## src/logic/rv_isa_pkg.sv

```systemverilog
package rv_isa_pkg;

    typedef logic [31:0] xlen_t;      // register, immediate and alu data
    typedef logic [31:0] addr_t;      // instruction address
    typedef logic [31:0] inst_word_t; // raw instruction
    typedef logic [4:0]  reg_idx_t;
    typedef logic [6:0]  opcode_t;
    typedef logic [2:0]  funct3_t;
    typedef logic [6:0]  funct7_t;

    // instruction format, picks the immediate layout
    typedef enum logic [2:0] {
        type_r,
        type_i,
        type_s,
        type_b,
        type_u,
        type_j,
        type_n  // unknown opcode
    } inst_type_e;

    localparam opcode_t op_reg    = 7'b0110011;
    localparam opcode_t op_imm    = 7'b0010011;
    localparam opcode_t op_lui    = 7'b0110111;
    localparam opcode_t op_auipc  = 7'b0010111;
    localparam opcode_t op_jal    = 7'b1101111;
    localparam opcode_t op_jalr   = 7'b1100111;
    localparam opcode_t op_branch = 7'b1100011;
    // recognized only so the core can refuse them
    localparam opcode_t op_load   = 7'b0000011;
    localparam opcode_t op_store  = 7'b0100011;
    localparam opcode_t op_system = 7'b1110011;

    // alu funct3, shared by reg and imm forms
    localparam funct3_t f3_add_sub = 3'b000;
    localparam funct3_t f3_sll     = 3'b001;
    localparam funct3_t f3_slt     = 3'b010;
    localparam funct3_t f3_sltu    = 3'b011;
    localparam funct3_t f3_xor     = 3'b100;
    localparam funct3_t f3_srl_sra = 3'b101;
    localparam funct3_t f3_or      = 3'b110;
    localparam funct3_t f3_and     = 3'b111;

    // branch conditions
    localparam funct3_t f3_beq  = 3'b000;
    localparam funct3_t f3_bne  = 3'b001;
    localparam funct3_t f3_blt  = 3'b100;
    localparam funct3_t f3_bge  = 3'b101;
    localparam funct3_t f3_bltu = 3'b110;
    localparam funct3_t f3_bgeu = 3'b111;

endpackage

```

## src/logic/rv_core_pkg.sv

```systemverilog
package rv_core_pkg;

    import rv_isa_pkg::*;

    typedef enum logic [3:0] {
        alu_add,
        alu_sub,
        alu_sll,
        alu_slt,
        alu_sltu,
        alu_xor,
        alu_srl,
        alu_sra,
        alu_or,
        alu_and
    } alu_op_e;

    // source of alu operand a
    typedef enum logic [1:0] {
        a_rs1,
        a_pc,   // auipc, jal, branch target
        a_zero  // lui
    } a_sel_e;

    typedef struct packed {
        reg_idx_t rs1;
        reg_idx_t rs2;
        reg_idx_t rd;
        xlen_t    imm;       // sign-extended
        alu_op_e  alu_op;
        a_sel_e   a_sel;
        logic     b_is_imm;  // operand b from imm instead of rs2
        logic     is_branch; // condition travels in funct3
        logic     is_jal;
        logic     is_jalr;
        logic     writes_rd;
    } ctrl_t;

    // writeback port, one per retired instruction
    typedef struct packed {
        logic     rd_we;
        reg_idx_t rd;
        xlen_t    rd_data;
    } retire_t;

    localparam logic [31:0] reset_pc_default = 32'h8000_0000;

endpackage

```

## src/logic/rv_decode.sv

```systemverilog
`timescale 1ns/1ns

module rv_decode import rv_isa_pkg::*, rv_core_pkg::*; (
    input  inst_word_t inst,
    output ctrl_t      ctrl,
    output funct3_t    funct3
);

    opcode_t    opcode;
    funct7_t    funct7;
    inst_type_e inst_type;
    xlen_t      imm;

    // alu op for reg and imm forms; funct7[5] picks sub or sra
    function automatic alu_op_e alu_decode(input funct3_t f3, input funct7_t f7,
                                           input logic is_reg);
        alu_op_e op;
        case (f3)
            f3_add_sub: op = (is_reg && f7[5]) ? alu_sub : alu_add; // no subi
            f3_sll:     op = alu_sll;
            f3_slt:     op = alu_slt;
            f3_sltu:    op = alu_sltu;
            f3_xor:     op = alu_xor;
            f3_srl_sra: op = f7[5] ? alu_sra : alu_srl;
            f3_or:      op = alu_or;
            default:    op = alu_and;
        endcase
        return op;
    endfunction

    assign opcode = inst[6:0];
    assign funct3 = inst[14:12];
    assign funct7 = inst[31:25];

    always_comb begin
        case (opcode)
            op_reg:                               inst_type = type_r;
            op_imm, op_jalr, op_load, op_system:  inst_type = type_i;
            op_store:                             inst_type = type_s;
            op_branch:                            inst_type = type_b;
            op_lui, op_auipc:                     inst_type = type_u;
            op_jal:                               inst_type = type_j;
            default:                              inst_type = type_n;
        endcase
    end

    always_comb begin
        case (inst_type)
            type_i:  imm = {{20{inst[31]}}, inst[31:20]};
            type_s:  imm = {{20{inst[31]}}, inst[31:25], inst[11:7]};
            type_b:  imm = {{19{inst[31]}}, inst[31], inst[7], inst[30:25],
                            inst[11:8], 1'b0};
            type_u:  imm = {inst[31:12], 12'b0};
            type_j:  imm = {{11{inst[31]}}, inst[31], inst[19:12], inst[20],
                            inst[30:21], 1'b0};
            default: imm = '0; // r-type and unknown carry none
        endcase
    end

    always_comb begin
        ctrl           = '0;
        ctrl.rs1       = inst[19:15];
        ctrl.rs2       = inst[24:20];
        ctrl.rd        = inst[11:7];
        ctrl.imm       = imm;
        ctrl.alu_op    = alu_add;
        ctrl.a_sel     = a_rs1;

        case (opcode)
            op_reg: begin
                ctrl.alu_op    = alu_decode(funct3, funct7, 1'b1);
                ctrl.writes_rd = 1'b1;
            end
            op_imm: begin
                ctrl.alu_op    = alu_decode(funct3, funct7, 1'b0);
                ctrl.b_is_imm  = 1'b1;
                ctrl.writes_rd = 1'b1;
            end
            op_lui: begin
                ctrl.a_sel     = a_zero;
                ctrl.b_is_imm  = 1'b1;
                ctrl.writes_rd = 1'b1;
            end
            op_auipc: begin
                ctrl.a_sel     = a_pc;
                ctrl.b_is_imm  = 1'b1;
                ctrl.writes_rd = 1'b1;
            end
            op_jal: begin
                ctrl.a_sel     = a_pc;     // alu forms pc + imm
                ctrl.b_is_imm  = 1'b1;
                ctrl.is_jal    = 1'b1;
                ctrl.writes_rd = 1'b1;
            end
            op_jalr: begin
                ctrl.b_is_imm  = 1'b1;     // rs1 + imm
                ctrl.is_jalr   = 1'b1;
                ctrl.writes_rd = 1'b1;
            end
            op_branch: begin
                ctrl.a_sel     = a_pc;
                ctrl.b_is_imm  = 1'b1;
                ctrl.is_branch = 1'b1;
            end
            op_load, op_store, op_system: begin
                ctrl.writes_rd = 1'b0;     // not supported, falls through to pc+4
            end
            default: begin
                ctrl.writes_rd = 1'b0;
            end
        endcase
    end

endmodule

```

## src/logic/rv_execute.sv

```systemverilog
`timescale 1ns/1ns

module rv_execute import rv_isa_pkg::*, rv_core_pkg::*; (
    input  ctrl_t   ctrl,
    input  funct3_t funct3,
    input  xlen_t   rs1_data,
    input  xlen_t   rs2_data,
    input  addr_t   pc,
    output xlen_t   alu_result,
    output logic    jump_en,
    output addr_t   jump_target
);

    xlen_t      op_a;
    xlen_t      op_b;
    logic [4:0] shamt;
    logic       branch_taken;

    always_comb begin
        case (ctrl.a_sel)
            a_rs1:   op_a = rs1_data;
            a_pc:    op_a = pc;
            default: op_a = '0;
        endcase
    end

    assign op_b  = ctrl.b_is_imm ? ctrl.imm : rs2_data;
    assign shamt = op_b[4:0]; // upper bits ignored for shifts

    always_comb begin
        case (ctrl.alu_op)
            alu_add:  alu_result = op_a + op_b;
            alu_sub:  alu_result = op_a - op_b;
            alu_sll:  alu_result = op_a << shamt;
            alu_slt:  alu_result = {31'b0, $signed(op_a) < $signed(op_b)};
            alu_sltu: alu_result = {31'b0, op_a < op_b};
            alu_xor:  alu_result = op_a ^ op_b;
            alu_srl:  alu_result = op_a >> shamt;
            alu_sra:  alu_result = $signed(op_a) >>> shamt;
            alu_or:   alu_result = op_a | op_b;
            alu_and:  alu_result = op_a & op_b;
            default:  alu_result = '0;
        endcase
    end

    // branch compares registers directly, the alu is busy with the target
    always_comb begin
        case (funct3)
            f3_beq:  branch_taken = (rs1_data == rs2_data);
            f3_bne:  branch_taken = (rs1_data != rs2_data);
            f3_blt:  branch_taken = ($signed(rs1_data) < $signed(rs2_data));
            f3_bge:  branch_taken = ($signed(rs1_data) >= $signed(rs2_data));
            f3_bltu: branch_taken = (rs1_data < rs2_data);
            f3_bgeu: branch_taken = (rs1_data >= rs2_data);
            default: branch_taken = 1'b0; // 010 and 011 are reserved
        endcase
    end

    assign jump_en = ctrl.is_jal || ctrl.is_jalr || (ctrl.is_branch && branch_taken);

    // pc + imm for jal and branches, rs1 + imm with bit 0 cleared for jalr
    assign jump_target = ctrl.is_jalr ? {alu_result[31:1], 1'b0} : alu_result;

endmodule

```

## src/logic/rv_regfile.sv

```systemverilog
`timescale 1ns/1ns

module rv_regfile import rv_isa_pkg::*, rv_core_pkg::*; (
    input  logic     clk,
    input  retire_t  retire,
    input  reg_idx_t raddr1,
    input  reg_idx_t raddr2,
    output xlen_t    rdata1,
    output xlen_t    rdata2
);

    xlen_t regs [32];

    // rd_we already excludes x0
    always_ff @(posedge clk) begin
        if (retire.rd_we) begin
            regs[retire.rd] <= retire.rd_data;
        end
    end

    // x0 reads as zero
    assign rdata1 = (raddr1 == '0) ? '0 : regs[raddr1];
    assign rdata2 = (raddr2 == '0) ? '0 : regs[raddr2];

endmodule

```

## src/logic/rv_result.sv

```systemverilog
`timescale 1ns/1ns

module rv_result import rv_isa_pkg::*, rv_core_pkg::*; #(
    parameter addr_t RESET_PC = reset_pc_default
) (
    input  logic    clk,
    input  logic    reset,
    input  ctrl_t   ctrl,
    input  xlen_t   alu_result,
    input  logic    jump_en,
    input  addr_t   jump_target,
    output addr_t   pc,
    output retire_t retire
);

    addr_t pc_plus4;
    addr_t next_pc;

    assign pc_plus4 = pc + 32'd4;
    assign next_pc  = jump_en ? jump_target : pc_plus4;

    always_ff @(posedge clk) begin
        if (reset) begin
            pc <= RESET_PC;
        end else begin
            pc <= next_pc;
        end
    end

    always_comb begin
        retire.rd    = ctrl.rd;
        retire.rd_we = ctrl.writes_rd && (ctrl.rd != '0) && !reset;
        // link address for jumps
        if (ctrl.is_jal || ctrl.is_jalr) begin
            retire.rd_data = pc_plus4;
        end else begin
            retire.rd_data = alu_result;
        end
    end

endmodule

```

## src/logic/rv_core.sv

```systemverilog
`timescale 1ns/1ns

module rv_core import rv_isa_pkg::*, rv_core_pkg::*; #(
    parameter addr_t RESET_PC = reset_pc_default
) (
    input  logic       clk,
    input  logic       reset,
    output addr_t      pc,
    input  inst_word_t inst,    // returned for pc in the same cycle
    output retire_t    retire
);

    ctrl_t   ctrl;
    funct3_t funct3;
    xlen_t   rs1_data;
    xlen_t   rs2_data;
    xlen_t   alu_result;
    logic    jump_en;
    addr_t   jump_target;

    rv_decode i_decode (
        .inst   (inst),
        .ctrl   (ctrl),
        .funct3 (funct3)
    );

    rv_regfile i_regfile (
        .clk    (clk),
        .retire (retire),   // write back at the edge
        .raddr1 (ctrl.rs1),
        .raddr2 (ctrl.rs2),
        .rdata1 (rs1_data),
        .rdata2 (rs2_data)
    );

    rv_execute i_execute (
        .ctrl        (ctrl),
        .funct3      (funct3),
        .rs1_data    (rs1_data),
        .rs2_data    (rs2_data),
        .pc          (pc),
        .alu_result  (alu_result),
        .jump_en     (jump_en),
        .jump_target (jump_target)
    );

    rv_result #(
        .RESET_PC (RESET_PC)
    ) i_result (
        .clk         (clk),
        .reset       (reset),
        .ctrl        (ctrl),
        .alu_result  (alu_result),
        .jump_en     (jump_en),
        .jump_target (jump_target),
        .pc          (pc),
        .retire      (retire)
    );

endmodule

```

## config.mk

```make
export PLATFORM = sky130hd
export DESIGN_NAME = rv_core
export DESIGN_NICKNAME = d
export VERILOG_FILES = /design/src/logic/rv_isa_pkg.sv /design/src/logic/rv_core_pkg.sv /design/src/logic/rv_decode.sv /design/src/logic/rv_execute.sv /design/src/logic/rv_regfile.sv /design/src/logic/rv_result.sv /design/src/logic/rv_core.sv
export SDC_FILE = /design/constraint.sdc
export NUM_CORES = 2
export LEC_CHECK = 0
export BUFFER_PORTS_ARGS = -buffer_cell sky130_fd_sc_hd__clkbuf_2
export CAP_MARGIN = 10
export CORE_AREA = 2 2 406 509
export DETAILED_ROUTE_END_ITERATION = 16
export DIE_AREA = 0 0 408 511
export HOLD_SLACK_MARGIN = 0.03
export PLACE_DENSITY = 0.55
export SKIP_LAST_GASP = 1
export SYNTH_ARGS = -nofsm -noshare
export SYNTH_HDL_FRONTEND = slang
export SYNTH_HIERARCHICAL = 1
export SYNTH_SLANG_ARGS = --single-unit
```

## constraint.sdc

```tcl
create_clock -name clk -period 8.6 [get_ports clk]
set_input_delay 0.86 -clock clk [delete_from_list [all_inputs] [get_ports clk]]
set_output_delay 0.86 -clock clk [all_outputs]
set_load 0.005 [all_outputs]
```

==> run metrics <==
Final min period=8.30 ns; Syn Nets=4742; count of clock tree sinks=1056; reg2reg setup slack=1.91 ns; Slew Viols, Final=0; Mapped Area=0.0608 sq mm; Setup violations, final=0; clk_lat worst skew=0.75 ns; root buf cell=clkbuf_16; Setup TNS=0 ns; flops & latches, synth=1056; Wirelength per Cell=33.8 microns; CP required=7.74 ns; Setup crit start kind=primary input; unrepaired setup endpoints after global routing=false; port bufs=103; final worst-path cycle share=96.5%; crit end category=primary output; CTS buffer count=93; WHS Path Cells=2; Residual DRC=0; Die Height=511 microns; Syn. warnings=6; vias in the first global route=44900; Worst Hold End=i_result/pc[31]$_SDFF_PP1_; Via density=6.04; Reg clk slew, reported paths=0.08 ns; die footprint=0.208 sq mm; Adder-Cell Fraction of Synth Area=2.76%; first-pass GRT wire length=351 mm; DRT iter0 DRCs=5313; GP Congestion=1.01; Final Skew=0.0586 ns; Antenna Violating Nets Remaining=0; largest net degree at the start of global routing=75; overall power=14.5 mW; CP cell instances=buf_8 -> buf_6 -> mux4_2 -> mux2i_1 -> o22ai_1 -> a211o_1 -> mux2i_1 -> nor2_1 -> ha_1 -> o21ai_0 -> o2111ai_1 -> a31oi_1 -> buf_4 -> o31a_1 -> buf_4 -> o2111ai_1 -> nand2_1 -> o31ai_1 -> nand2_1 -> a2bb2oi_1 -> nand2_1 -> o211ai_1 -> buf_12 -> clkbuf_2; die width=408 microns; Top cell by count, worst path=nand2_1; CP bufs+invs=6; Multi-input gate area=0.0273 sq mm; final instance area=0.0696 sq mm; asr flop ratio synth=0%; post-synthesis xor/xnor area fraction=0.288%; post-placement cell count=7367; CP peak stage delay=0.56 ns; FMAX=120 MHz; Core ar.=0.204 sq mm; slew margin rel.=15.8%; HP Start=i_result/pc[30]$_SDFF_PP0_; CP Max Fanout=36; CTS Buffer Depth=3; GRT Total Usage=23.6%; first drt pass iteration count=6; Max Cap Viol=0; Yosys cell types=99; Crit-path slowest cell=mux4_2; CTS tree=yes; Std-Cell Rows=186; Area Growth Syn to Fin=14.5%; Final Hold Vio Count=0; fin cells=7548; Post-CTS Hold Buffers=0; GRT overflow=0; Cell Pwr Density=208 mW/mm^2; Leakage=23.3 nW; post-synthesis compound-gate area fraction=12.6%; Via Count=45600; multiplexer area fraction after synthesis=20.8%; ratio of cells with drive above 1 in the final layout=25.4%; Mapped Cells=4575; CP top delay family=compound AO/OA/AOI/OAI gates; placed inst area=0.0664 sq mm; FF+latch area=0.0314 sq mm; peak supply drop=0.166 mV; largest family of logic cells by synthesized area=multiplexers; Initial Util=29.8%; initial antenna violation count=8; Post-synth top flop=edfxtp_1; sequential cell area fraction in the yosys report=51.6%; worst setup path start=inst[16]; outcome=complete, no violations; Worst Max-Slew Pin Slew=1.26 ns; final net count=4903; Worst Hold Class=register to register; H-tree levels=3; Synth Area in Simple Gates=7.40%; R2R cell count=24; Reg-to-Reg Start=i_regfile/regs[10][0]$_DFFE_PP_; EDFF count, synth=1024; drt total wl=255 mm; Mean Syn Cell Area=13.3 sq um; type of the worst setup path=primary input to primary output; Fillers=19800; DP HPWL=180 mm; end of the worst register-to-register path=i_regfile/regs[15][28]$_DFFE_PP_; Final Util=34.1%; I/O pin cnt=104; crit path DAT=7.44 ns
metal layers:
| layer | wire length [microns] | vias up | GRT usage (%) |
|---|---|---|---|
| met3 | 23300 | 637 | 4.87 |
| met2 | 121000 | 2615 | 39.3 |
| met1 | 93000 | 23700 | 28.3 |
| li1 | - | 18700 | - |
| met4 | 17300 | 4 | 13.8 |
| met5 | 34 | - | 0 |
layout by cell type (no fill, tap or decap), drive strengths merged, types with 131 or more instances in the layout:
cell type,count
mux4,427
buf,384
ha,131
mux2i,256
o21ai,208
nand2,291
clkbuf,203
a21oi,212
nor2,307
edfxtp,1024
inv,165
state kept, by name (all words and copies together) (netlist names):
name and cells:
i_result/pc 32, i_regfile/regs 1024
synth_stat cells, types with 46 or more instances:
| master | count | area share, % |
|---|---|---|
| clkbuf_1 | 208 | 1.3 |
| nor3_1 | 97 | 0.80 |
| nand3_1 | 59 | 0.49 |
| o21ai_0 | 191 | 1.6 |
| a211oi_1 | 94 | 1.2 |
| a221oi_1 | 49 | 0.71 |
| buf_2 | 84 | 0.69 |
| o221ai_1 | 46 | 0.66 |
| nand2_1 | 281 | 1.7 |
| ha_1 | 131 | 2.7 |
| buf_4 | 83 | 1.0 |
| edfxtp_1 | 1024 | 51 |
| mux4_2 | 427 | 16 |
| nor2_1 | 304 | 1.9 |
| a21oi_1 | 211 | 1.7 |
| o22ai_1 | 72 | 0.74 |
| inv_1 | 159 | 0.98 |
| a22o_1 | 64 | 0.92 |
| mux2i_1 | 254 | 4.2 |
final cells by class:
cell class | instances | area share [%]
Multi-Input combinational cell | 2940 | 39.2
Tap cell | 2726 | 4.90
Clock inverter | 67 | 1.09
Clock buffer | 107 | 3.42
Antenna cell | 7 | 0.0252
Timing Repair Buffer | 480 | 5.35
Inverter | 165 | 0.899
Sequential cell | 1056 | 45.1
worst max-delay path by stage:
stage / cells after the start / end / slack [ns]
CTS: 25 / retire[28] / 0.07
detailed placement: 25 / retire[28] / 0.12
global route: 24 / retire[28] / 0.01
finish: 24 / retire[28] / 0.30
global placement: 25 / retire[28] / -0.10
floorplan: 26 / retire[19] / 0.63
per-stage QoR:
stage	setup WS [ns]	hold WS, ns
after floorplan	0.630	0.527
after global placement	-0.103	0.604
after detailed placement	0.119	0.628
after CTS	0.0724	0.635
after global routing	0.0106	0.686
final	0.301	0.632
kinds of logic (layout without fill, tap and decap cells):
| family | count (synthesis) | after routing |
|---|---|---|
| xor+xnor | 20 | 20 |
| compound gates | 1102 | 1102 |
| mux | 721 | 721 |
| buf+inv | 579 | 819 |
| flops | 1056 | 1056 |
| other cells | 0 | 7 |
| fa+ha+maj | 133 | 133 |
| simple gates | 964 | 964 |
timing repair:
item	in CTS	in global routing
setup endpoints to repair	0	3
buffers inserted	0	0
gates resized for setup	0	9
worst register-to-register path, delay by kind of cell, from the launching register on:
family / cells / cell delay (ns)
AO/OA/AOI/OAI: 10 / 3.16
buffers and inverters: 6 / 1.19
multiplexers: 2 / 0.77
AND/OR/NAND/NOR: 4 / 0.52
adder cells (fa/ha/maj): 2 / 0.44
flip-flops: 1 / 0.41
report_power, final:
part	internal (mW)	switching [mW]	total, mW
logic	1.23	2.64	3.87
clock network	2.30	2.03	4.33
registers	6.25	0.0210	6.27
total	9.78	4.69	14.5
No activity file was read; power rests on OpenSTA's default activity.
